===== src/rtl/pgwr_pkg.sv =====
// geometry, entry layouts and state codes shared by the page-table write manager
// entry indices count from 1, index 0 is the null pointer of every list
// table sizes are fixed here and no module overrides them
package pgwr_pkg;

	localparam int PTR_W = 24; // list and att index width
	localparam int WAY_W = 32; // physical page number width
	localparam int STS_W = 2;

	typedef logic [63:0]      addr_t;   // byte address
	typedef logic [511:0]     line_t;   // one cache line
	typedef logic [63:0]      strb_t;   // byte strobe of a line
	typedef logic [PTR_W-1:0] ptr_t;    // list entry index
	typedef logic [PTR_W-1:0] att_id_t; // att entry index
	typedef logic [WAY_W-1:0] ppn_t;

	localparam int LINE_BYTES     = 64;
	localparam int ATT_ENTRY_CNT  = 32;
	localparam int LIST_ENTRY_CNT = 16;
	localparam int ATT_PER_LINE   = 8;  // 8 byte att entries
	localparam int LST_PER_LINE   = 4;  // 16 byte list entries

	localparam addr_t ATT_BASE  = 64'h1000;
	localparam addr_t LIST_BASE = 64'h2000;
	localparam ppn_t  PPN_BASE  = 32'h0008_0000; // page of list entry 1
	localparam ptr_t  NULL_PTR  = '0;

	// att entry
	localparam int STS_LSB = 0;
	localparam int WAY_LSB = 2;

	// list entry, upper 24 bits reserved
	localparam int NEXT_LSB  = 0;
	localparam int PREV_LSB  = 24;
	localparam int ATTID_LSB = 48;
	localparam int WAY_LSB_L = 72;

	localparam logic [STS_W-1:0] STS_DALLOC = 2'd0;
	localparam logic [STS_W-1:0] STS_UNCOMP = 2'd1;

	// every W state is encoded as its AW state plus one
	typedef enum logic [3:0] {
		IDLE         = 4'd0,
		INIT_ATT_AW  = 4'd1,
		INIT_ATT_W   = 4'd2,
		INIT_LIST_AW = 4'd3,
		INIT_LIST_W  = 4'd4,
		ATT_UPD_AW   = 4'd5,
		ATT_UPD_W    = 4'd6,
		SRC_POP_AW   = 4'd7,
		SRC_POP_W    = 4'd8,
		DST_SELF_AW  = 4'd9,
		DST_SELF_W   = 4'd10,
		DST_LINK_AW  = 4'd11,
		DST_LINK_W   = 4'd12,
		WAIT_BRESP   = 4'd13
	} pgwr_state_e;

endpackage


===== src/rtl/entry_counter.sv =====
// entry index of the init passes, first entry is 1
// last_entry compares against the table chosen by is_list
`timescale 1ns/1ps

module entry_counter (
	input  logic           clk_i,
	input  logic           rst_ni,
	input  logic           cnt_start,
	input  logic           cnt_step,
	input  logic           is_list,
	output pgwr_pkg::ptr_t entry_idx,
	output logic           last_entry
);
	import pgwr_pkg::*;

	ptr_t last_idx; // final entry of the current pass

	assign last_idx   = is_list ? ptr_t'(LIST_ENTRY_CNT) : ptr_t'(ATT_ENTRY_CNT);
	assign last_entry = (entry_idx == last_idx);

	always_ff @(posedge clk_i or negedge rst_ni) begin
		if (!rst_ni) begin
			entry_idx <= NULL_PTR;
		end else if (cnt_start) begin
			entry_idx <= ptr_t'(1);
		end else if (cnt_step) begin
			entry_idx <= entry_idx + 1'b1; // one step per data beat
		end
	end

endmodule


===== config.mk =====
export PLATFORM = sky130hd
export DESIGN_NAME = entry_counter
export DESIGN_NICKNAME = d
export VERILOG_FILES = /design/src/rtl/pgwr_pkg.sv /design/src/rtl/entry_counter.sv
export SDC_FILE = /design/constraint.sdc
export NUM_CORES = 1
export LEC_CHECK = 0
export ABC_AREA = 0
export BUFFER_PORTS_ARGS = -buffer_cell sky130_fd_sc_hd__buf_2
export CORE_AREA = 3 3 58 60
export DETAILED_ROUTE_END_ITERATION = 10
export DIE_AREA = 0 0 61 63
export PLACE_DENSITY = 0.67
export SYNTH_ARGS = -nofsm -noshare
export SYNTH_HDL_FRONTEND = slang
export SYNTH_SLANG_ARGS = --single-unit

===== constraint.sdc =====
create_clock -name clk_i -period 4.6 [get_ports clk_i]
set_input_delay 1.38 -clock clk_i [delete_from_list [all_inputs] [get_ports clk_i]]
set_output_delay 1.38 -clock clk_i [all_outputs]
set_load 0.05 [all_outputs]

==> flow_summary.json <==
{
  "critical_path.reg2reg.startpoint": "entry_idx[4]",
  "setup-tns-final_ps": 0,
  "min_from": "entry_idx[23]",
  "status": "finished, final reports clean",
  "fin_crit_ps": 3570,
  "rr_endpoint": "entry_idx[21]",
  "antenna_left": 0,
  "cts_buffer_depth": 2,
  "worst_slack_ps": 1030,
  "drive_gt1_frac": 0.228,
  "yosys-top-cells-area": "sky130_fd_sc_hd__dfrtp_1 46%, sky130_fd_sc_hd__xor2_1 6.7%, sky130_fd_sc_hd__a21oi_1 4.6%",
  "instances_no_fill": 195,
  "die-height_um": 63,
  "cts-root-buf": "sky130_fd_sc_hd__clkbuf_4",
  "grt_antenna_before_repair": 0,
  "dieArea_um2": 3840,
  "crit_path_end_kind": "primary output",
  "register_name_with_the_most_flops": "entry_idx",
  "seq_power_share": 0.632,
  "grt_pass1_vias": 1108,
  "initial_core_util": 0.440,
  "wl_per_cell_um": 14.9,
  "synth.ff_latch_count": 24,
  "timing.hold.worst_path_depth": 2,
  "cts_tree": "yes",
  "grt_overflow_total": 0,
  "grt.total_usage": 0.169,
  "die_x_um": 61,
  "dr.pass1.iters": 4,
  "nFillCells": 293,
  "cp_data_arrival_time_ps": 2190,
  "fin_worst_skew_ps": 5.62,
  "timing.final.hold_violations": 0,
  "layout_top_registers": "entry_idx: 24 flops",
  "synth-seq-area-share": 0.458,
  "clock_power_share": 0.269,
  "cts.sinks": 24,
  "mappedNetlistNets": 144,
  "yosysUniqueCellTypes": 32,
  "routability_cong": 0.721,
  "finalSetupViolations": 0,
  "rsz0062_at_grt": "false",
  "timing_max_transition_violations_final": 0,
  "p_sw_frac": 0.263,
  "final.hold.worst_slack_ps": 611,
  "avgViaCountPerCell": 5.79,
  "worst-slew-pin-transition_ps": 551,
  "cts_inserted_buffers": 3,
  "period_share": 0.776,
  "wl_mm": 2.91,
  "hold_removal_path_class": "reg -> reg",
  "grt_max_degree": 27,
  "fmaxAchievable_mhz": 280,
  "drt_drc_violations_left": 0,
  "drt_first_iter_violations": 40,
  "post_synth.cell_area_avg_um2": 9.56,
  "buffer_ports.inserted": 29,
  "critical_path_class": "in -> out",
  "place_worst_setup_slack_ps": 1040,
  "cts-resized-gates": 0,
  "n_antenna_cell": 0,
  "multi_input_logic_area_um2": 639,
  "ys.warnings.count": 0,
  "vias": 1130,
  "area_delta_synth_final_pct": 12.0,
  "core_area_um2": 2980,
  "setup.worst_path.start_class": "input port",
  "ff2ff_path_depth": 4,
  "internal_power_w": 0.000254,
  "largest_register_ffs": 24,
  "synth_top_area_frac": 0.458,
  "ctsHtreeMaxLevel": 1,
  "path_max_fanout": 2,
  "timing.slew.headroom": 0.633,
  "row_count": 20,
  "finish.net_count": 171,
  "pwr-share-comb": 0.099,
  "r2r_slack_ps": 2600,
  "synth_area_um2": 1310,
  "postSynthCellCount": 137,
  "vdd_ir_max_v": 0.0000878,
  "design.portCount": 30,
  "clkTransAtPathRegs_ps": 130,
  "place.detailed.instances": 192,
  "post_cts_buffers": 0,
  "switching_power_w": 0.0000904,
  "maxCapViolations": 0,
  "p_leak_nw": 0.699,
  "holdPathEnd": "entry_idx[23]",
  "regArea_um2": 601,
  "yosys.area.top_type": "sky130_fd_sc_hd__dfrtp_1",
  "power.density_cell_area_nw_per_um2": 234,
  "post-dp-hpwl_mm": 2.06,
  "critPathRequiredTime_ps": 3220,
  "cts_hold_buf": 0,
  "grt_first_pass_wirelength_mm": 5.10,
  "insertion_delay_ps": 320
}
[cell type report]
type                       instances  area share
timing repair buffer              29      0.0989
inverter                           5      0.0128
clock buffer                       3      0.0153
tap                               33      0.0281
multi-input combinational        101       0.436
sequential                        24       0.409
[power by group through the flow]
stage          sequential [W]   clock, W  combinational, W
5_1_grt              0.000218   0.000105         0.0000369
6_report             0.000217  0.0000925         0.0000341
4_1_cts              0.000217  0.0000986         0.0000348
3_3_place_gp         0.000221          0         0.0000339
3_5_place_dp         0.000221          0         0.0000347
2_1_floorplan        0.000231          0         0.0000150
[routing by layer]
metal,wire length [µm],up-vias,GRT usage,share of wire
li1,-,548,-,-
met1,1400,553,0.229,0.48
met2,1360,26,0.273,0.47
met3,120,3,0.0269,0.041
met4,32,0,0.0488,0.011
met5,0,-,0,0
[cell families (layout without fill, tap and decap cells)]
kind of cell / count (synthesis) / after routing / synth area share
compound gates: 25 / 25 / 0.112
xor+xnor: 12 / 12 / 0.0802
fa+ha+maj: 2 / 2 / 0.0191
buf+inv: 12 / 37 / 0.0535
flops: 24 / 24 / 0.458
mux: 1 / 1 / 0.00764
simple gates: 61 / 61 / 0.269
[stage by stage]
stage          total power (W)  utilization  area (µm²)
5_1_grt               0.000361        0.493        1470
6_report              0.000344        0.493        1470
2_1_floorplan         0.000246            -        1310
3_5_place_dp          0.000256        0.485        1450
3_3_place_gp          0.000255        0.485        1450
4_1_cts               0.000351        0.493        1470
[worst max path at each step]
stage,startpoint,to
after floorplan,is_list,last_entry
after global placement,is_list,last_entry
after detailed placement,is_list,last_entry
after CTS,is_list,last_entry
after global routing,is_list,last_entry
final,is_list,last_entry
[cells in the mapped netlist]
| master | n |
|---|---|
| sky130_fd_sc_hd__a21oi_1 | 12 |
| sky130_fd_sc_hd__and2_1 | 1 |
| sky130_fd_sc_hd__and3_1 | 3 |
| sky130_fd_sc_hd__and4_1 | 1 |
| sky130_fd_sc_hd__buf_2 | 2 |
| sky130_fd_sc_hd__buf_6 | 3 |
| sky130_fd_sc_hd__clkbuf_1 | 2 |
| sky130_fd_sc_hd__dfrtp_1 | 24 |
| sky130_fd_sc_hd__ha_1 | 2 |
| sky130_fd_sc_hd__inv_1 | 5 |
| sky130_fd_sc_hd__mux2i_1 | 1 |
| sky130_fd_sc_hd__nand2_1 | 7 |
| sky130_fd_sc_hd__nand2b_1 | 1 |
| sky130_fd_sc_hd__nand3_1 | 6 |
| sky130_fd_sc_hd__nand4_1 | 6 |
| sky130_fd_sc_hd__nand4_2 | 2 |
| sky130_fd_sc_hd__nor2_1 | 13 |
| sky130_fd_sc_hd__nor2b_1 | 1 |
| sky130_fd_sc_hd__nor3_1 | 1 |
| sky130_fd_sc_hd__nor3b_1 | 2 |
| sky130_fd_sc_hd__nor4_1 | 4 |
| sky130_fd_sc_hd__o2111a_1 | 1 |
| sky130_fd_sc_hd__o21a_1 | 1 |
| sky130_fd_sc_hd__o21ai_0 | 6 |
| sky130_fd_sc_hd__o31ai_1 | 5 |
| sky130_fd_sc_hd__or2_2 | 1 |
| sky130_fd_sc_hd__or3_1 | 5 |
| sky130_fd_sc_hd__or3_2 | 1 |
| sky130_fd_sc_hd__or4_1 | 5 |
| sky130_fd_sc_hd__or4_4 | 1 |
| sky130_fd_sc_hd__xnor2_1 | 2 |
| sky130_fd_sc_hd__xor2_1 | 10 |
[worst max-delay path: stages]
cell,delay [ps]
sky130_fd_sc_hd__buf_2,100
sky130_fd_sc_hd__nor3b_1,190
sky130_fd_sc_hd__a21oi_1,70
sky130_fd_sc_hd__nor3_1,150
sky130_fd_sc_hd__buf_2,290
[cell usage in the layout (no fill, tap or decap), types with 3 or more instances in the layout]
master / instances
sky130_fd_sc_hd__nor4_1: 4
sky130_fd_sc_hd__nand2_1: 7
sky130_fd_sc_hd__a21oi_1: 12
sky130_fd_sc_hd__clkbuf_4: 3
sky130_fd_sc_hd__o21ai_0: 6
sky130_fd_sc_hd__dfrtp_1: 24
sky130_fd_sc_hd__nand4_1: 6
sky130_fd_sc_hd__o31ai_1: 5
sky130_fd_sc_hd__or3_1: 5
sky130_fd_sc_hd__nand3_1: 6
sky130_fd_sc_hd__nor2_1: 13
sky130_fd_sc_hd__xor2_1: 10
sky130_fd_sc_hd__inv_1: 5
sky130_fd_sc_hd__or4_1: 5
sky130_fd_sc_hd__buf_2: 29
sky130_fd_sc_hd__and3_1: 3
Note: power is estimated with default switching activity, not from simulation.
