--- src/rtl/wr_resp_tracker.sv ---
// counts writes between address handshake and response, up to 127
// bus_error is sticky until reset
`timescale 1ns/1ps

module wr_resp_tracker (
	input  logic       clk_i,
	input  logic       rst_ni,
	input  logic       awvalid,
	input  logic       awready,
	input  logic       bvalid,
	input  logic [1:0] bresp,
	output logic       drained,
	output logic       bus_error
);
	logic [6:0] out_cnt; // writes awaiting a response
	logic       aw_hs;
	logic       b_ok;
	logic       b_bad;   // error response or one nobody asked for

	assign aw_hs   = awvalid && awready;
	assign b_ok    = bvalid && (bresp == 2'b00);
	assign b_bad   = bvalid && ((bresp != 2'b00) || (out_cnt == '0));
	assign drained = (out_cnt == '0);

	always_ff @(posedge clk_i or negedge rst_ni) begin
		if (!rst_ni) begin
			out_cnt   <= '0;
			bus_error <= 1'b0;
		end else begin
			unique case ({aw_hs, b_ok})
				2'b10:   out_cnt <= out_cnt + 1'b1;
				2'b01:   out_cnt <= out_cnt - 1'b1;
				default: out_cnt <= out_cnt; // both or neither
			endcase
			if (b_bad) bus_error <= 1'b1;
		end
	end

	// slave never answers a write it has not accepted
	a_no_underflow: assert property (@(posedge clk_i) disable iff (!rst_ni)
		b_ok |-> out_cnt != '0);

endmodule

--- config.mk ---
export PLATFORM = sky130hd
export DESIGN_NAME = wr_resp_tracker
export DESIGN_NICKNAME = d
export VERILOG_FILES = /design/src/rtl/wr_resp_tracker.sv
export SDC_FILE = /design/constraint.sdc
export NUM_CORES = 1
export LEC_CHECK = 0
export ABC_AREA = 1
export ABC_CLOCK_PERIOD_IN_PS = 2400
export BUFFER_PORTS_ARGS = -buffer_cell sky130_fd_sc_hd__buf_2
export CAP_MARGIN = 20
export CORE_UTILIZATION = 46
export CTS_CLUSTER_DIAMETER = 60
export DETAILED_ROUTE_END_ITERATION = 7
export PLACE_DENSITY = 0.74
export SYNTH_ARGS = -nofsm -noshare
export SYNTH_HDL_FRONTEND = slang
export SYNTH_SLANG_ARGS = --single-unit
--- constraint.sdc ---
create_clock -name clk_i -period 2.4 [get_ports clk_i]
set_input_delay 0.48 -clock clk_i [delete_from_list [all_inputs] [get_ports clk_i]]
set_output_delay 0.48 -clock clk_i [all_outputs]
set_load 0.03 [all_outputs]
==> impl_metrics.py, run 1 <==
metrics = {
    "final_layout": {
        "syn2layout_area_growth_pct": 11.03,
        "utilization": 0.5714,
        "final_area_sq_um": 780.7,
        "final_common_cell": "nand2_1",
        "regArea_sq_um": 200.2,
        "n_antenna_cell": 0,
        "drive_above_1_share": 0.2542,
        "final_cell_mix": "nand2_1 (35), nand3_1 (13), inv_1 (9), nand2_2 (9)",
        "multi_input_area_sq_um": 437.9,
        "nNetsFinal": 130,
        "finalNonFillerCells": 133,
        "fillers": 133,
    },
    "sta": {
        "hold-worst-slack_ns": 0.06635,
        "hold_violations": 0,
        "setup_viol": 0,
        "slew_violations": 0,
        "slew_headroom": 0.8212,
        "period_share": 0.8765,
        "rsz0062_at_grt": "false",
        "fmax_ghz": 0.4754,
        "setup_ws_ns": 0.2965,
        "setup_tns_ns": 0,
        "clock-skew-final_ns": 0.001959,
        "worst_pin_slew_ns": 0.2666,
        "timing.final.crit_period_ns": 2.104,
    },
    "pwr": {
        "switching_share": 0.4676,
        "ir_worst_vdd_mv": 0.4954,
        "power.switching_mw": 0.3521,
        "power_mw": 0.7529,
        "clkPwrFrac": 0.123,
        "powerDensity_mw_per_mm2": 964.3,
        "seqPwrFrac": 0.357,
        "p_leak_nw": 0.4251,
        "internal_power_mw": 0.4008,
        "combPwrFrac": 0.520,
    },
    "clock_network": {
        "root_buffer": "clkbuf_4",
        "numCtsBuffers": 3,
        "htreeDepth": 1,
        "clockBufferDepth": 2,
        "clk_latency_ns": 0.24,
        "clock-sinks": 8,
        "cts_setup_buffers": 0,
        "post_cts_resized": 0,
        "clkSlewWorstSetupHoldPaths_ns": 0.05,
        "cts_tree": "built",
        "ctsHoldBuffers": 0,
    },
    "floorplanning": {
        "fp.dieW_um": 41.10,
        "core-area_sq_mm": 0.001366,
        "rows": 13,
        "dieArea_sq_mm": 0.001689,
        "die_h_um": 41.10,
        "pin_count": 9,
        "initial_core_util": 0.5147,
    },
    "synthesis": {
        "ys_seq_area_frac": 0.2847,
        "syn_inst": 107,
        "synthFlopType": "dfrtp_1",
        "syn_nets": 117,
        "synthesis.area_sq_um": 703.2,
        "synth_edf_count": 0,
        "async_reset_ff_frac": 1.000,
        "yosysWarnings": 0,
        "synth-seq-cells": 8,
        "avgSynthCellArea_sq_um": 6.572,
        "synth_cell_types": 22,
    },
    "critical_path": {
        "crit_path_start": "bresp[1]",
        "reg2reg_from": "out_cnt[1]",
        "worstPathArrival_ns": 2.23,
        "r2r_slack_ns": 0.87,
        "r2r_cells": 10,
        "end_kind": "flip-flop",
        "startpoint_type": "input pin",
        "path_class": "in2reg",
        "worstPathRequired_ns": 2.52,
        "worstPathMaxFanout": 4,
        "regToRegEndpoint": "out_cnt[6]",
    },
    "worst_hold_path": {
        "hp-class": "in2async",
    },
    "routing": {
        "dr.pass1.iters": 4,
        "avgRoutedWirePerCell_um": 10.64,
        "vias_per_cell": 5.180,
        "drtIter0Drc": 19,
        "wirelength_um": 1415,
        "drc_errors": 0,
        "drtAntennaViolNets": 0,
        "via_count": 689,
    },
    "global_routing": {
        "use_met2": 0.3516,
        "grt_pass1_wl_um": 2228,
        "use_met1": 0.2635,
        "overflow": 0,
        "grt_max_degree": 11,
        "grt_usage": 0.2025,
        "busiest_layer": "met2",
        "antenna_found_initial": 0,
        "grt_pass1_vias": 558,
        "grt_use_met3": 0.01630,
    },
    "place": {
        "postPlaceCellArea_sq_um": 758.2,
        "hpwl_um": 1200,
        "dp_slack_ns": 0.05064,
        "dp_cells": 130,
        "port_buffers": 8,
        "gp_congestion": 0.7969,
    },
    "run": {
        "maxCapViolCount": 0,
    },
    "run_status": {
        "run_status": "complete, no violations",
    },
}
## synth_stat cells, drive strengths merged (2+ instances only)
master	number	area [sq um]
dfrtp	8	200.2
inv	12	50.05
nand3	13	65.06
a21oi	3	15.01
nand2	44	187.7
o21bai	2	18.77
xnor2	2	17.52
o21ai	2	10.00
o22ai	2	12.51
nor2	11	48.80
ha	3	37.54
## metal layers
metal,up-vias,wire (um)
met5,-,0
li1,367,-
met2,22,713
met4,0,0
met1,300,642
met3,0,59
## power groups by stage
stage / logic, mW / registers [mW] / clock network [mW]
2_1_floorplan: 0.324 / 0.250 / 0
3_3_place_gp: 0.382 / 0.270 / 0
3_5_place_dp: 0.390 / 0.270 / 0
4_1_cts: 0.393 / 0.267 / 0.100
5_1_grt: 0.448 / 0.278 / 0.108
6_report: 0.391 / 0.269 / 0.0928
## how the worst max path moves through the flow
| stage | endpoint | slack [ns] | cells after the start |
|---|---|---|---|
| 2_1_floorplan | out_cnt[6] | 0.25 | 13 |
| 3_3_place_gp | out_cnt[4] | 0.05 | 13 |
| 3_5_place_dp | out_cnt[6] | 0.05 | 13 |
| 4_1_cts | out_cnt[6] | 0.30 | 13 |
| 5_1_grt | out_cnt[4] | 0.21 | 13 |
| 6_report | out_cnt[6] | 0.30 | 13 |
## state kept, by name, indices dropped and copies added (netlist names)
signal	flops
out_cnt	7
bus_error	1
## final cells by class
| cell class | instances | area share |
|---|---|---|
| multi-input combinational | 85 | 0.5609 |
| timing repair buffer | 9 | 0.06090 |
| inverter | 13 | 0.06891 |
| clock buffer | 3 | 0.02885 |
| tap | 15 | 0.02404 |
| sequential | 8 | 0.2564 |
## critical path, stage by stage
cell      delay, ns
buf_2          0.09
or2_2          0.29
nor2_1         0.15
ha_1           0.29
nand2_1        0.09
nand2_2        0.09
inv_1          0.04
ha_1           0.16
o21bai_2       0.21
nand3_1        0.11
nand3_1        0.08
nand3_1        0.09
nand2_1        0.06
## cells by family (layout without fill, tap and decap cells)
family / Yosys count / after routing / synth area share
AOI/OAI and AO/OA: 9 / 9 / 0.08005
xor gates and xnor gates: 2 / 2 / 0.02492
adders and majority gates: 3 / 3 / 0.05339
buffers and inverters: 14 / 25 / 0.09252
DFF: 8 / 8 / 0.2847
and+or+nand+nor: 71 / 71 / 0.4644
(Power assumes the default switching activity.)
==> run 2, diff against run 1 <==
ABC_CLOCK_PERIOD_IN_PS = 2200   (was 2400)
CORE_UTILIZATION = 45   (was 46)
PLACE_DENSITY = 0.73   (was 0.74)
clock period = 2.2 ns   (was 2.4 ns; I/O delays follow)
==> run 2 against run 1 <==
  * Sequential power up 7.8%
  * Die area grew 2.1%
  * Clock skew is 0.0036 ns higher
==> impl_metrics.py, run 2 (synthesis results as in run 1) <==
metrics = {
    "clock_network": {
        "root_buffer": "clkbuf_4",
        "clkSlewWorstSetupHoldPaths_ns": 0.06,
        "numCtsBuffers": 3,
        "cts_tree": "built",
        "ctsHoldBuffers": 0,
        "htreeDepth": 1,
        "clock-sinks": 8,
        "clockBufferDepth": 2,
        "clk_latency_ns": 0.26,
    },
    "routing": {
        "wirelength_um": 1650,
        "met3WireLength_um": 101,
        "drtAntennaViolNets": 0,
        "avgRoutedWirePerCell_um": 11.62,
        "drtIter0Drc": 34,
        "wl_met2_um": 783,
        "maxUsedRoutingLayer": "met4",
        "via_count": 748,
        "vias_per_cell": 5.268,
        "drc_errors": 0,
        "met1Wirelength_um": 744,
        "dr.pass1.iters": 5,
    },
    "critical_path": {
        "worstPathArrival_ns": 2.18,
        "startpoint_type": "input pin",
        "worstPathRequired_ns": 2.35,
        "path_class": "in2reg",
        "end_kind": "flip-flop",
        "worstPathMaxFanout": 5,
    },
    "sta": {
        "setup_ws_ns": 0.1726,
        "worst_pin_slew_ns": 0.2746,
        "setup_viol": 0,
        "slew_violations": 0,
        "clock-skew-final_ns": 0.005570,
        "hold_violations": 0,
        "fmax_ghz": 0.4932,
        "timing.final.crit_period_ns": 2.027,
        "slew_headroom": 0.8158,
        "period_share": 0.9215,
    },
    "pwr": {
        "powerDensity_mw_per_mm2": 1053,
        "p_leak_nw": 0.4696,
        "power_mw": 0.9117,
        "ir_worst_vdd_mv": 0.6886,
    },
    "run": {
        "maxCapViolCount": 0,
    },
    "final_layout": {
        "drive_above_1_share": 0.3228,
        "final_cell_mix": "nand2_1 (35), nand3_1 (13), inv_1 (9), nand2_2 (9), buf_4 (9)",
        "nNetsFinal": 139,
        "largest_reg_flops": 7,
        "final_common_cell": "nand2_1",
        "syn2layout_area_growth_pct": 23.13,
        "largestRegisters": "out_cnt: 7 flops, bus_error: 1 flops",
        "largest-register": "out_cnt",
        "n_antenna_cell": 0,
        "fillers": 130,
    },
    "run_status": {
        "run_status": "complete, no violations",
    },
    "global_routing": {
        "grt_max_degree": 11,
        "overflow": 0,
        "grt_pass1_wl_um": 2822,
        "grt_usage": 0.2100,
        "grt_pass1_vias": 678,
        "antenna_found_initial": 0,
    },
    "floorplanning": {
        "die_h_um": 41.53,
        "initial_core_util": 0.5086,
        "dieArea_sq_mm": 0.001725,
        "rows": 13,
        "pin_count": 9,
        "fp.dieW_um": 41.53,
        "core-area_sq_mm": 0.001383,
    },
    "place": {
        "dp_slack_ns": -0.1388,
        "gp_congestion": 0.9216,
        "hpwl_um": 1298,
        "port_buffers": 8,
    },
    "worst_hold_path": {
        "hp-class": "in2async",
    },
}
## run 2: changes by cell type in the layout (fill, tap and decap cells not counted), sizes merged
cell	before	now
buf	9	18
## run 2: where the power goes
part           switching (mW)  internal [mW]
logic                   0.287          0.220
clock network          0.0524         0.0626
registers              0.0794          0.211
## run 2: final cells by class
class / count / area (sq um) / area share
clock buffers: 3 / 22.52 / 0.02601
inverters: 13 / 53.80 / 0.06214
multi-input cells: 85 / 442.9 / 0.5116
flip-flops and latches: 8 / 200.2 / 0.2312
well taps: 15 / 18.77 / 0.02168
repair buffers: 18 / 127.6 / 0.1474
## run 2: worst paths after layout
check / endpoint / from / slack (ns) / cells after the start
worst max-delay path: out_cnt[6] / bresp[1] / 0.17 / 16
worst min-delay path: out_cnt[6] / rst_ni / 0.02 / 1
worst max register to register: out_cnt[6] / out_cnt[1] / 0.64 / 10
worst min register to register: bus_error / bus_error / 0.47 / 1
max in group asynchronous: out_cnt[0] / rst_ni / 2.01 / 1
min in group clk_i: bus_error / bvalid / 0.47 / 3
## run 2: worst max-delay path, stage by stage
cell and delay, ns:
buf_2 0.09, or2_2 0.31, nor2_2 0.13, ha_2 0.24
buf_12 0.12, inv_6 0.04, nand2_1 0.06, nand2_2 0.05
inv_1 0.05, ha_1 0.13, o21bai_2 0.14, nand3_1 0.13
nand2_1 0.08, nand2_1 0.05, nand3_1 0.06, nand2_1 0.06
## run 2: what timing repair did
action | 4_1_cts | 5_1_grt
resized for setup | 0 | 2
endpoints found under the setup margin | 0 | 2
buffers inserted | 0 | 0
## run 2: layer usage
layer,vias up,global-route usage
met1,336,0.2712
met2,27,0.3594
met3,6,0.03913
li1,379,-
met5,-,0
met4,0,0.05161
## run 2: stage by stage
| stage | utilization | setup TNS [ns] | instance area (sq um) | instances | hold WS, ns |
|---|---|---|---|---|---|
| after floorplan | - | 0 | 703.2 | 107 | 0.1444 |
| after global placement | 0.6063 | -0.05781 | 838.3 | 139 | 0.2993 |
| after detailed placement | 0.6063 | -0.3860 | 838.3 | 139 | 0.3004 |
| after CTS | 0.6226 | 0 | 860.8 | 142 | 0.02837 |
| after global routing | 0.6262 | -0.01654 | 865.8 | 142 | 0.03565 |
| final | 0.6262 | 0 | 865.8 | 142 | 0.01833 |
