**src/rtl/pgwr_pkg.sv**
```systemverilog
// geometry, entry layouts and state codes shared by the page-table write manager
// entry indices count from 1, index 0 is the null pointer of every list
// table sizes are fixed here and no module overrides them
package pgwr_pkg;

	localparam int PTR_W = 24; // list and att index width
	localparam int WAY_W = 32; // physical page number width
	localparam int STS_W = 2;

	typedef logic [63:0]      addr_t;   // byte address
	typedef logic [511:0]     line_t;   // one cache line
	typedef logic [63:0]      strb_t;   // byte strobe of a line
	typedef logic [PTR_W-1:0] ptr_t;    // list entry index
	typedef logic [PTR_W-1:0] att_id_t; // att entry index
	typedef logic [WAY_W-1:0] ppn_t;

	localparam int LINE_BYTES     = 64;
	localparam int ATT_ENTRY_CNT  = 32;
	localparam int LIST_ENTRY_CNT = 16;
	localparam int ATT_PER_LINE   = 8;  // 8 byte att entries
	localparam int LST_PER_LINE   = 4;  // 16 byte list entries

	localparam addr_t ATT_BASE  = 64'h1000;
	localparam addr_t LIST_BASE = 64'h2000;
	localparam ppn_t  PPN_BASE  = 32'h0008_0000; // page of list entry 1
	localparam ptr_t  NULL_PTR  = '0;

	// att entry
	localparam int STS_LSB = 0;
	localparam int WAY_LSB = 2;

	// list entry, upper 24 bits reserved
	localparam int NEXT_LSB  = 0;
	localparam int PREV_LSB  = 24;
	localparam int ATTID_LSB = 48;
	localparam int WAY_LSB_L = 72;

	localparam logic [STS_W-1:0] STS_DALLOC = 2'd0;
	localparam logic [STS_W-1:0] STS_UNCOMP = 2'd1;

	// every W state is encoded as its AW state plus one
	typedef enum logic [3:0] {
		IDLE         = 4'd0,
		INIT_ATT_AW  = 4'd1,
		INIT_ATT_W   = 4'd2,
		INIT_LIST_AW = 4'd3,
		INIT_LIST_W  = 4'd4,
		ATT_UPD_AW   = 4'd5,
		ATT_UPD_W    = 4'd6,
		SRC_POP_AW   = 4'd7,
		SRC_POP_W    = 4'd8,
		DST_SELF_AW  = 4'd9,
		DST_SELF_W   = 4'd10,
		DST_LINK_AW  = 4'd11,
		DST_LINK_W   = 4'd12,
		WAIT_BRESP   = 4'd13
	} pgwr_state_e;

endpackage

```
**src/rtl/pgwr_fsm.sv**
```systemverilog
// sequences the init passes and the 2 to 4 writes of an allocation
// one write open at a time, awvalid and wvalid never overlap
// list pointers stay stable until the last beat of an allocation
`timescale 1ns/1ps

module pgwr_fsm (
	input  logic                  clk_i,
	input  logic                  rst_ni,
	input  logic                  init_att,
	input  logic                  init_list,
	input  logic                  upd_valid,
	input  pgwr_pkg::att_id_t     upd_att_id,
	input  pgwr_pkg::ppn_t        upd_way,
	input  pgwr_pkg::ptr_t        upd_next,
	input  logic                  awready,
	input  logic                  wready,
	input  pgwr_pkg::ptr_t        entry_idx,
	input  logic                  last_entry,
	input  logic                  drained,
	input  pgwr_pkg::ptr_t        free_head,
	input  pgwr_pkg::ptr_t        free_tail,
	input  pgwr_pkg::ptr_t        uncomp_tail,
	output logic                  awvalid,
	output logic                  wvalid,
	output logic                  ready,
	output logic                  upd_done,
	output logic                  init_att_done,
	output logic                  init_list_done,
	output pgwr_pkg::pgwr_state_e state,
	output logic                  ld_pkt,
	output logic                  cnt_start,
	output logic                  cnt_step,
	output pgwr_pkg::att_id_t     lat_att_id,
	output pgwr_pkg::ppn_t        lat_way,
	output pgwr_pkg::ptr_t        lat_next,
	output logic                  pop_free,
	output logic                  empty_free,
	output logic                  push_uncomp,
	output logic                  first_uncomp
);
	import pgwr_pkg::*;

	pgwr_state_e state_d;
	logic        awvalid_d;
	logic        wvalid_d;
	logic        op_att_q;  // att init in flight
	logic        op_list_q; // list init in flight, neither flag means allocation
	logic        op_att_d;
	logic        op_list_d;
	logic        lat_en;
	logic        one_free;  // free list down to its head
	logic        last_wr;   // final data beat of an allocation
	logic        drain_end;

	assign ready        = (state == IDLE);
	assign one_free     = (free_head == free_tail);
	assign first_uncomp = (uncomp_tail == NULL_PTR); // no link write needed
	assign last_wr      = wready && ((state == DST_LINK_W) || (state == DST_SELF_W && first_uncomp));
	// pointer strobes all land on the last beat, old free head is the moved entry
	assign push_uncomp  = last_wr;
	assign pop_free     = last_wr && !one_free;
	assign empty_free   = last_wr && one_free;
	assign drain_end    = (state == WAIT_BRESP) && drained;

	always_comb begin
		state_d   = state;
		awvalid_d = awvalid;
		wvalid_d  = wvalid;
		op_att_d  = op_att_q;
		op_list_d = op_list_q;
		ld_pkt    = 1'b0;
		cnt_start = 1'b0;
		cnt_step  = 1'b0;
		lat_en    = 1'b0;
		unique case (state)
			IDLE: begin
				if (init_att && !init_att_done) begin // att init has priority
					state_d   = INIT_ATT_AW;
					op_att_d  = 1'b1;
					op_list_d = 1'b0;
					cnt_start = 1'b1;
				end else if (init_list && !init_list_done) begin
					state_d   = INIT_LIST_AW;
					op_att_d  = 1'b0;
					op_list_d = 1'b1;
					cnt_start = 1'b1;
				end else if (upd_valid) begin
					state_d   = ATT_UPD_AW;
					op_att_d  = 1'b0;
					op_list_d = 1'b0;
					lat_en    = 1'b1;
				end
			end
			INIT_ATT_AW, INIT_LIST_AW, ATT_UPD_AW, SRC_POP_AW, DST_SELF_AW, DST_LINK_AW: begin
				if (!awvalid) begin // build packet, address goes out next cycle
					ld_pkt    = 1'b1;
					awvalid_d = 1'b1;
				end else if (awready) begin
					awvalid_d = 1'b0;
					wvalid_d  = 1'b1;
					state_d   = pgwr_state_e'(state + 4'd1);
				end
			end
			INIT_ATT_W, INIT_LIST_W: begin
				if (wready) begin
					wvalid_d = 1'b0;
					cnt_step = 1'b1;
					state_d  = last_entry ? WAIT_BRESP : pgwr_state_e'(state - 4'd1);
				end
			end
			ATT_UPD_W: begin
				if (wready) begin
					wvalid_d = 1'b0;
					state_d  = one_free ? DST_SELF_AW : SRC_POP_AW; // no pop of a lone head
				end
			end
			SRC_POP_W: begin
				if (wready) begin
					wvalid_d = 1'b0;
					state_d  = DST_SELF_AW;
				end
			end
			DST_SELF_W, DST_LINK_W: begin
				if (wready) begin
					wvalid_d = 1'b0;
					state_d  = last_wr ? WAIT_BRESP : DST_LINK_AW;
				end
			end
			WAIT_BRESP: if (drained) state_d = IDLE;
			default:    state_d = IDLE;
		endcase
	end

	always_ff @(posedge clk_i or negedge rst_ni) begin
		if (!rst_ni) begin
			state          <= IDLE;
			awvalid        <= 1'b0;
			wvalid         <= 1'b0;
			op_att_q       <= 1'b0;
			op_list_q      <= 1'b0;
			upd_done       <= 1'b0;
			init_att_done  <= 1'b0;
			init_list_done <= 1'b0;
		end else begin
			state     <= state_d;
			awvalid   <= awvalid_d;
			wvalid    <= wvalid_d;
			op_att_q  <= op_att_d;
			op_list_q <= op_list_d;
			upd_done  <= drain_end && !op_att_q && !op_list_q; // one cycle pulse
			if (drain_end && op_att_q) init_att_done <= 1'b1; // sticky
			if (drain_end && op_list_q) init_list_done <= 1'b1;
		end
	end

	// request fields sampled in the accept cycle
	always_ff @(posedge clk_i) begin
		if (lat_en) begin
			lat_att_id <= upd_att_id;
			lat_way    <= upd_way;
			lat_next   <= upd_next;
		end
	end

	a_aw_hold: assert property (@(posedge clk_i) disable iff (!rst_ni)
		awvalid && !awready |=> awvalid);
	a_one_phase: assert property (@(posedge clk_i) disable iff (!rst_ni)
		!(awvalid && wvalid));
	// counter must already hold a real entry when an init packet is built
	a_cnt_live: assert property (@(posedge clk_i) disable iff (!rst_ni)
		ld_pkt && (state == INIT_ATT_AW || state == INIT_LIST_AW) |-> entry_idx != NULL_PTR);

endmodule

```
**config.mk**
```make
export PLATFORM = sky130hd
export DESIGN_NAME = pgwr_fsm
export DESIGN_NICKNAME = d
export VERILOG_FILES = /design/src/rtl/pgwr_pkg.sv /design/src/rtl/pgwr_fsm.sv
export SDC_FILE = /design/constraint.sdc
export NUM_CORES = 1
export LEC_CHECK = 0
export BUFFER_PORTS_ARGS = -buffer_cell sky130_fd_sc_hd__buf_2
export CAP_MARGIN = 20
export CORE_AREA = 2 2 110 112
export DETAILED_ROUTE_END_ITERATION = 16
export DIE_AREA = 0 0 112 114
export PLACE_DENSITY = 0.76
export SETUP_SLACK_MARGIN = 0.05
export SYNTH_ARGS = -nofsm -noshare
export SYNTH_HDL_FRONTEND = slang
export SYNTH_SLANG_ARGS = --single-unit
```
**constraint.sdc**
```tcl
create_clock -name clk_i -period 5.63 [get_ports clk_i]
set_input_delay 0.2815 -clock clk_i [delete_from_list [all_inputs] [get_ports clk_i]]
set_output_delay 0.2815 -clock clk_i [all_outputs]
set_load 0.01 [all_outputs]
```
==> results.md, run 1 <==
* Status: finished, final reports clean
* Post-CTS setup buffer count at 0
* Register area at 0.00268 mm^2
* Met3 Resource Use GR at 0.0494
* Worst reg2reg path depth at 5
* Worst slew pin tran at 1.02 ns
* Slew Viols, Final at 0
* Routed WL at 9910 um
* Final setup TNS at 0 ns
* IO Port Bufs at 257
* CP startpoint: state[0]
* LEAKAGE at 0.00242 uW
* Initial antenna violation count at 1
* Reg2Reg Setup Slack at 2.95 ns
* Clk buf depth at 2
* Clock sinks at 91
* CP Capture Type: flop
* TritonRoute pass-1 iters at 4
* Min cycle time layout at 2.68 ns
* Critical path cell sequence: inv_1 -> ha_1 -> nand3b_4 -> nor2_1 -> and2_4
* Most frequent cells in the layout: buf_2 (257), edfxtp_1 (80), xor2_1 (18)
* WL/cell at 15.3 um
* Final Util at 0.463
* Fillers at 1065
* Cell Rows at 40
* Initial Util at 0.312
* Ports at 282
* Syn Nets at 418
* Critical Path End: lat_next[16]
* Worst hold path class: input pin to flop
* Post-cts gate resize count at 0
* Final worst slack at 2.95 ns
* FF+latch count, synth at 91
* CP max stage cell: and2_4
* Max_cap viols at 0
* Largest delay contributor family on the critical path: simple AND/OR/NAND/NOR gates
* H-tree lvl count at 3
* Residual DRC at 0
* Grt total ovfl at 0
* Final net count at 685
* Slew HR at 0.323
* Vias per cell at 4.57
* Synth cell types at 46
* Fraction of registers with async set/reset at 0.121
* Max VDD drop at 0.000166 V
* # setup viols final at 0
* Post-synth EDFFs at 80
* PD cells at 356 mW/mm^2
* Main synth FF type: edfxtp_1
* Worst Path Buf+Inv at 1
* Initial DRC count at 236
* GRT Total Usage at 0.150
* Core area at 0.0117 mm^2
* Most common cell after layout, fill and taps aside: buf_2
* Critical path depth at 5
* Root Driver: clkbuf_16
* Largest net degree at the start of global routing at 81
* Critical Path Fanout Max at 80
* HPWL after detailed placement at 8070 um
* Final GP Congestion at 0.864
* Worst path max stage delay at 0.82 ns
* Layout cells sized above 1 at 0.574
* Arr. time, crit path at 2.63 ns
* Reg clk slew, reported paths at 0.07 ns
* Die width at 112 um
* Met1 usage at 0.155
* CTS tree: built
* Fin. Hold Viols at 0
* Avg Inst Size Synth at 16.0 um^2
* Mapped cell area at 0.00365 mm^2
* Seq/Total Area, Yosys at 0.733
* Multi-input combinational cell area at 935 um^2
* Met2 Track Usage GR at 0.282
* Unrepaired setup endpoints after global routing: no
* Setup Crit Path Kind: flop to flop
* Num CTS Buffers at 9
* Die height at 114 um
* GRT busiest layer: met2
* Post-place setup slack at 2.95 ns
* Fmax at 0.373 GHz
* Synth Warn # at 0
* Post-DRT Antenna Nets at 0
* Clock skew at 0.0116 ns
* First-pass GRT wire length at 14600 um
* CP Launch Type: flop
* Gate Count Post-Synth at 228
* R2R Path Start: state[0]
* WP data required at 5.58 ns
* R2R Path End: lat_next[16]
* Skew-Pair Late Insertion Delay at 0.33 ns
* Die area at 0.0128 mm^2
* Vias after detailed routing at 2964
* WHS at 0.115 ns
* Area growth syn-to-layout at 48.3%
* Period Utilization, post-route at 0.476
* Vias in the first global route at 2866
-- logic make-up after synthesis --
family | after synthesis | synth area share
xor+xnor | 26 | 0.0624
buf+inv | 8 | 0.0116
simple gates | 63 | 0.103
fa+ha+maj | 5 | 0.0171
flops | 91 | 0.733
compound gates | 35 | 0.0730
-- worst min-delay path by stage --
stage                               from              to  slack, ns  cells past startpoint
after floorplan                   rst_ni         awvalid      -0.01                      0
after global placement            rst_ni        state[0]       0.17                      1
after detailed placement          rst_ni        state[0]       0.18                      1
after CTS                     upd_way[5]      lat_way[5]       0.10                      1
after global routing      upd_att_id[14]  lat_att_id[14]       0.10                      1
final                       upd_next[11]    lat_next[11]       0.12                      1
-- layer usage --
metal,wire (um),part of all wire
met3,1020,0.10
met1,3460,0.35
met4,196,0.020
met5,0,0
met2,5240,0.53
-- power breakdown --
group | switching (uW) | internal, uW
Sequential | 53.2 | 804
Combinational | 286 | 218
Clock | 257 | 310
-- flip-flops by register name, summed over array words and instances, names as in the netlist --
signal and flops:
lat_way 32, lat_att_id 24, lat_next 24, state 4
awvalid 1, init_att_done 1, init_list_done 1, op_att_q 1
op_list_q 1, upd_done 1, wvalid 1
-- synth_stat cells, types with 2 or more instances --
library cell / instances / area (um^2)
inv_1: 5 / 18.8
nand4_1: 3 / 18.8
nand3_1: 3 / 15.0
ha_1: 5 / 62.6
o21ai_0: 7 / 35.0
xor2_1: 18 / 158
nand2b_1: 2 / 12.5
edfxtp_1: 80 / 2400
a21oi_1: 6 / 30.0
dfrtp_1: 11 / 275
xnor2_1: 8 / 70.1
nor2_1: 10 / 37.5
nor2b_1: 3 / 18.8
a21o_1: 3 / 22.5
and2_1: 3 / 18.8
a32oi_1: 2 / 17.5
buf_4: 2 / 15.0
nor4_1: 12 / 75.1
nand2_1: 16 / 60.1
o21ai_1: 3 / 15.0
-- metrics by stage --
stage / total power [uW] / instances / cell area, um^2
final: 1930 / 648 / 5420
after detailed placement: 1380 / 630 / 5110
after global placement: 1350 / 630 / 5110
after floorplan: 1180 / 228 / 3650
after CTS: 1950 / 647 / 5420
after global routing: 2040 / 648 / 5420
-- worst reg2reg max path, cell delays in order (launching register included) --
cell and delay [ns]:
dfrtp_1 0.47, inv_1 0.16, ha_1 0.43, nand3b_4 0.16
nor2_1 0.20, and2_4 0.82
-- what timing repair did --
item | 4_1_cts | 5_1_grt
hold buffers | 1 | 0
endpoints found under the hold margin | 11 | 0
setup endpoints to repair | 0 | 0
-- cell type report --
cell class	count	share of cell area
Timing Repair Buffer	258	0.239
Clock buffer	9	0.0416
Antenna cell	1	0.000462
Tap cell	147	0.0339
Inverter	6	0.00508
Clock inverter	7	0.0129
Sequential cell	91	0.494
Multi-Input combinational cell	129	0.173
Power figures use the tool's default switching activity.
==> run 2, diff against run 1 <==
- ABC_AREA: not set -> 1
- CORE_AREA: 2 2 110 112 -> 2 2 109 111
- DIE_AREA: 0 0 112 114 -> 0 0 111 113
- PLACE_DENSITY: 0.76 -> 0.82
- clock period: 5.63 -> 2.46 ns (I/O delays scaled with it)
==> results.md, run 2 <==
* Status: finished, final reports clean
* Synth top cells by count: nand2_1 (93), edfxtp_1 (80), nor2_1 (59)
* Fraction of registers with async set/reset at 0.121 (unchanged)
* TritonRoute pass-1 iters at 5 (+1)
* Cell taking the most area after synthesis: edfxtp_1
* Die width at 111 um (-0.89%)
* WL/cell at 13.8 um (-9.8%)
* Most flops, register: lat_way
* Initial antenna violation count at 2 (+1)
* Synth area leaders: edfxtp_1 (62%), nand2_1 (9.1%), dfrtp_1 (7.1%)
* IO Port Bufs at 257 (unchanged)
* Arr. time, crit path at 1.90 ns (-0.73 ns)
* Worst path max stage delay at 0.47 ns (-0.35 ns)
* Setup Crit Path Kind: flop to primary output
* Num CTS Buffers at 9 (unchanged)
* Initial DRC count at 188 (-20%)
* Hold_buf cts at 81 (+80)
* Syn Nets at 544 (+30%)
* Max_cap viols at 0 (unchanged)
* Avg Inst Size Synth at 10.9 um^2 (-32%)
* Slew HR at 0.693 (+0.370)
* Metal3 WL at 988 um (-3.0%)
* Clock skew at 0.00733 ns (-0.00432 ns)
* Register area at 0.00268 mm^2 (about the same)
* Vias per cell at 4.28 (-6.5%)
* Slew Viols, Final at 0 (unchanged)
* Post-CTS setup buffer count at 0 (unchanged)
* FF+latch count, synth at 91 (unchanged)
* Clk buf depth at 2 (unchanged)
* CP Launch Type: flop
* LEAKAGE at 0.00317 uW (+31%)
* Multi-input combinational cell area at 975 um^2 (+4.3%)
* Final net count at 893 (+30%)
* Worst hold path class: input pin to flop
* Max reg flops at 32 (unchanged)
* Most common cell in the synthesized netlist: nand2_1
* H-tree lvl count at 3 (unchanged)
* Seq/Total Area, Yosys at 0.695 (-0.0379)
* Post-synth EDFFs at 80 (unchanged)
* # setup viols final at 0 (unchanged)
* Largest net degree at the start of global routing at 81 (unchanged)
* Grt total ovfl at 0 (unchanged)
* Overall Power at 5140 uW (+170%)
* Synth Warn # at 0 (unchanged)
* Layout cells sized above 1 at 0.421 (-0.153)
* Synth top area share at 0.624 (-0.0340)
* Gate Count Post-Synth at 354 (+55%)
* Vias after detailed routing at 3647 (+23%)
* CP Capture Type: primary output
* Fillers at 944 (-11%)
* Critical Path Fanout Max at 7 (-91%)
* Post-DRT Antenna Nets at 0 (unchanged)
* Post-cts gate resize count at 0 (unchanged)
* Synth cell types at 25 (-46%)
* Met2 wire length at 6340 um (+21%)
* Root Driver: clkbuf_16
* Initial Util at 0.342 (+0.0298)
* Reg clk slew, reported paths at 0.06 ns (about the same)
* Largest delay contributor family on the critical path: flip-flops
* CTS tree: built
* WP data required at 2.34 ns (-3.24 ns)
* Vias in the first global route at 3694 (+29%)
* Worst slew pin tran at 0.461 ns (-0.555 ns)
* Core area at 0.0113 mm^2 (-3.7%)
* CP max stage cell: dfrtp_2
* Skew-Pair Late Insertion Delay at 0.33 ns (about the same)
* Most frequent cells in the layout: buf_2 (257), nand2_1 (93), dlygate4sd3_1 (81)
* Unrepaired setup endpoints after global routing: no
* Worst Path Buf+Inv at 2 (+1)
* Mapped cell area at 0.00385 mm^2 (+5.4%)
* Top Registers: lat_way: 32 flops, lat_att_id: 24 flops, lat_next: 24 flops
* Min cycle time layout at 2.02 ns
* Most common cell after layout, fill and taps aside: buf_2
* Clock sinks at 91 (unchanged)
* Main synth FF type: edfxtp_1
* PD cells at 794 mW/mm^2 (+120%)
* Fmax at 0.495 GHz
* Period Utilization, post-route at 0.822
* Top Metal Used: met4
* Met1 Wirelength at 4310 um (+25%)
* Die height at 113 um (-0.88%)
* Critical path cell sequence: inv_4 -> ha_1 -> nand3_1 -> a21oi_1 -> nand2_1 -> nor2_1 -> buf_2
* Final setup TNS at 0 ns (unchanged)
* GRT Total Usage at 0.190 (+0.0398)
* Routed WL at 11800 um (+19%)
* First-pass GRT wire length at 18300 um (+26%)
* Area growth syn-to-layout at 68.1%
* Die area at 0.0125 mm^2 (-1.8%)
* Residual DRC at 0 (unchanged)
* Ports at 282 (unchanged)
* Final GP Congestion at 0.824 (-4.7%)
* HPWL after detailed placement at 8850 um (+9.7%)
* Max VDD drop at 0.000471 V (+180%)
* Fin. Hold Viols at 0 (unchanged)
* Cell Rows at 39 (-2.5%)
==> run 2: changes by cell type after synthesis, sizes merged, moves of 3 or more <==
cell / previous run / this run
nand3: 4 / 8
nor2b: 3 / 0
xnor2: 8 / 0
xor2: 18 / 3
nand2: 17 / 97
nor2: 11 / 62
inv: 5 / 58
nand2b: 3 / 0
nor3: 2 / 5
nor4: 12 / 0
and2: 3 / 0
a21o: 3 / 0
==> run 2: stage by stage <==
stage / instance area (um^2) / setup WS [ns] / cells / hold slack (ns) / utilization
after detailed placement: 5360 / 0.669 / 754 / 0.0165 / 0.476
after global routing: 6470 / 0.263 / 853 / 0.103 / 0.574
final: 6470 / 0.438 / 853 / 0.107 / 0.574
after global placement: 5360 / 0.698 / 754 / 0.0141 / 0.476
after CTS: 6470 / 0.426 / 851 / 0.0871 / 0.574
after floorplan: 3890 / -0.0510 / 354 / -0.173 / -
==> run 2: worst paths after layout <==
check                      slack (ns)  depth (start not counted)       endpoint      start
setup / recovery                 0.44                          7     empty_free   state[0]
hold reg to reg                  0.43                          1       upd_done  op_list_q
max in group asynchronous        2.03                          2       state[1]     rst_ni
min in group asynchronous        0.20                          2  init_att_done     rst_ni
setup reg to reg                 0.66                          7    lat_way[27]   state[0]
hold / removal                   0.11                          3       op_att_q   init_att
==> run 2: metal layers <==
layer / track usage / up-vias
li1: - / 1847
met1: 0.206 / 1612
met2: 0.355 / 180
met3: 0.0632 / 8
met4: 0.0525 / 0
met5: 0 / -
==> run 2: cell type report <==
cell class	instances	area share
clock inverters	7	0.0106
multi-input cells	204	0.151
repair buffers	339	0.327
well taps	143	0.0276
clock buffers	9	0.0348
inverters	58	0.0344
diodes	2	0.000773
flip-flops and latches	91	0.414
==> run 2: cell families (layout without fill, tap and decap cells) <==
group                    count (synthesis)  in the layout  share of synthesized area
adder cells (fa/ha/maj)                  5              5                     0.0162
buffers and inverters                   59            413                     0.0595
flip-flops                              91             91                      0.695
AO/OA/AOI/OAI                           20             20                     0.0322
other                                    0              2                          0
XOR/XNOR                                 3              3                    0.00682
AND/OR/NAND/NOR                        176            176                      0.190
==> run 2: where the power goes <==
group | switching (uW) | internal [uW]
Sequential | 168 | 2030
Combinational | 942 | 675
Clock | 614 | 713
Total | 1720 | 3420
==> run 2: worst reg2reg max path, stage by stage (launching register included) <==
cell     delay [ns]
dfrtp_2        0.47
inv_4          0.12
ha_4           0.16
nand2_4        0.06
inv_4          0.07
nand2_4        0.06
nor2_4         0.12
buf_12         0.35
==> run 3, diff against run 2 <==
- PLACE_DENSITY: 0.82 -> 0.79
- clock period: 2.46 -> 1.9 ns (I/O delays scaled with it)
==> results.md, run 3 (synthesized netlist as in run 2, its figures left out) <==
* HPWL after detailed placement at 9220 um (+4.2%)
* Clk buf depth at 2 (unchanged)
* Most frequent cells in the layout: buf_2 (257), nand2_1 (91), dlygate4sd3_1 (81)
* Max reg flops at 32 (unchanged)
* Status: finished, final reports clean
* Post-DP Area at 0.00545 mm^2 (+1.7%)
* Met2 wire length at 6890 um (+8.7%)
* Final net count at 910 (+1.9%)
* Critical Path Fanout Max at 3 (-4)
* Comb pwr share at 0.347 (+0.033)
* Final Util at 0.597 (+0.0228)
* Most common cell after layout, fill and taps aside: buf_2
* Clock skew at 0.0120 ns (+0.00465 ns)
* CTS tree: built
* Top Metal Used: met4
* Sw Pwr at 2370 uW (+38%)
* Multi-input combinational cell area at 0.00103 mm^2 (+5.3%)
* Fillers at 922 (-2.3%)
* CP Launch Type: flop
* Met1 Wirelength at 4530 um (+5.2%)
* Setup Crit Path Kind: flop to primary output
* Die height at 113 um (unchanged)
* Initial antenna violation count at 2 (unchanged)
* Initial DRC count at 239 (+27%)
* GRT Total Usage at 0.198 (+0.00797)
* Clock share of power at 0.269 (+0.011)
* Largest net degree at the start of global routing at 25 (-69%)
* Max_cap viols at 0 (unchanged)
* # setup viols final at 0 (unchanged)
* Fmax at 0.557 GHz
* Vias per cell at 4.35 (+1.8%)
* Final GP Congestion at 0.833 (+1.0%)
* Worst hold path class: input pin to flop
* Vias in the first global route at 3822 (+3.5%)
* WL/cell at 14.5 um (+5.4%)
* First-pass GRT wire length at 19000 um (+3.6%)
* Most flops, register: lat_way
* Die width at 111 um (unchanged)
* Grt total ovfl at 0 (unchanged)
* Period Utilization, post-route at 0.946
* CP Capture Type: primary output
* Max VDD drop at 0.000730 V (+55%)
* Skew-Pair Late Insertion Delay at 0.34 ns (about the same)
* LEAKAGE at 0.00327 uW (+3.2%)
* Power Internal at 4900 uW (+43%)
* Residual DRC at 0 (unchanged)
* TritonRoute pass-1 iters at 4 (-1)
* Top Registers: lat_way: 32 flops, lat_att_id: 24 flops, lat_next: 24 flops
* Reg2Reg Setup Slack at 0.11 ns (-0.55 ns)
* Core area at 0.0113 mm^2 (unchanged)
* Clock sinks at 91 (unchanged)
* Reg clk slew, reported paths at 0.07 ns (about the same)
* Routed WL at 12700 um (+7.5%)
* Net Sw Frac at 0.326 (-0.00876)
* PD cells at 1080 mW/mm^2 (+36%)
* Reg power frac at 0.384 (-0.043)
* Unrepaired setup endpoints after global routing: yes
* Post-DRT Antenna Nets at 0 (unchanged)
* Die area at 0.0125 mm^2 (unchanged)
* Area growth syn-to-layout at 74.7%
* WP data required at 1.80 ns (-0.54 ns)
* Vias after detailed routing at 3788 (+3.9%)
* Slew HR at 0.820 (+0.127)
* Metal3 WL at 950 um (-3.8%)
* WHS at 0.0815 ns (-0.0251 ns)
* Register area at 0.00268 mm^2 (about the same)
* Initial Util at 0.342 (unchanged)
* Min cycle time layout at 1.80 ns
* Worst slew pin tran at 0.270 ns (-0.191 ns)
* Fin. Hold Viols at 0 (unchanged)
* Final setup TNS at 0 ns (unchanged)
* Final instance area at 0.00673 mm^2 (+4.0%)
* Ports at 282 (unchanged)
* Slew Viols, Final at 0 (unchanged)
* Root Driver: clkbuf_16
* Num CTS Buffers at 9 (unchanged)
* IO Port Bufs at 257 (unchanged)
* Cell Rows at 39 (unchanged)
* Arr. time, crit path at 1.70 ns (-0.20 ns)
* H-tree lvl count at 3 (unchanged)
* Layout cells sized above 1 at 0.451 (+0.0301)
[run 3: power groups by stage]
| stage | clock (uW) | sequential (uW) | combinational [uW] |
|---|---|---|---|
| 5_1_grt | 2090 | 2830 | 2780 |
| 3_5_place_dp | 0 | 2840 | 2170 |
| 3_3_place_gp | 0 | 2820 | 2130 |
| 2_1_floorplan | 0 | 3010 | 1080 |
| 6_report | 1960 | 2790 | 2520 |
| 4_1_cts | 1990 | 2770 | 2430 |
[run 3: per-layer routing]
metal  up-vias  track usage
li1       1877            -
met1      1695        0.201
met2       195        0.385
met3        21       0.0514
met4         0       0.0783
met5         -            0
[run 3: path summary, 6_finish.rpt]
kind | startpoint | to | cells after the start
min reg2reg | op_list_q | upd_done | 1
max | state[2] | pop_free | 10
min in group asynchronous | rst_ni | op_att_q | 2
min | init_att | op_att_q | 3
max reg2reg | state[2] | lat_way[27] | 9
max in group asynchronous | rst_ni | state[1] | 2
[run 3: final cells by class]
class,instances,share of cell area
antenna,2,0.000744
inverter,58,0.0335
multi-input combinational,204,0.152
clock inverter,7,0.0156
clock buffer,9,0.0335
sequential,91,0.398
timing repair buffer,356,0.339
tap,143,0.0266
[run 3: repair_timing]
action	in CTS	in global routing
setup endpoints to repair	4	8
pin swaps	4	5
hold endpoints to repair	91	0
hold buffers	81	0
setup buffers	8	2
gates resized for setup	5	11
[run 3: metrics by stage]
stage | power (uW) | cells | worst slack (ns)
6_report | 7270 | 870 | 0.103
5_1_grt | 7700 | 870 | 0.0208
4_1_cts | 7190 | 866 | 0.0631
3_5_place_dp | 5010 | 761 | 0.161
3_3_place_gp | 4950 | 761 | 0.205
2_1_floorplan | 4090 | 354 | -0.611
[run 3: worst max-delay path, stage by stage (launching register included)]
cell and delay [ns]:
dfrtp_1 0.39, buf_4 0.14, buf_4 0.15, inv_4 0.06, nand3_4 0.08, a21oi_2 0.16
nand2_2 0.09, inv_2 0.07, nand2_1 0.05, inv_1 0.05, buf_2 0.12
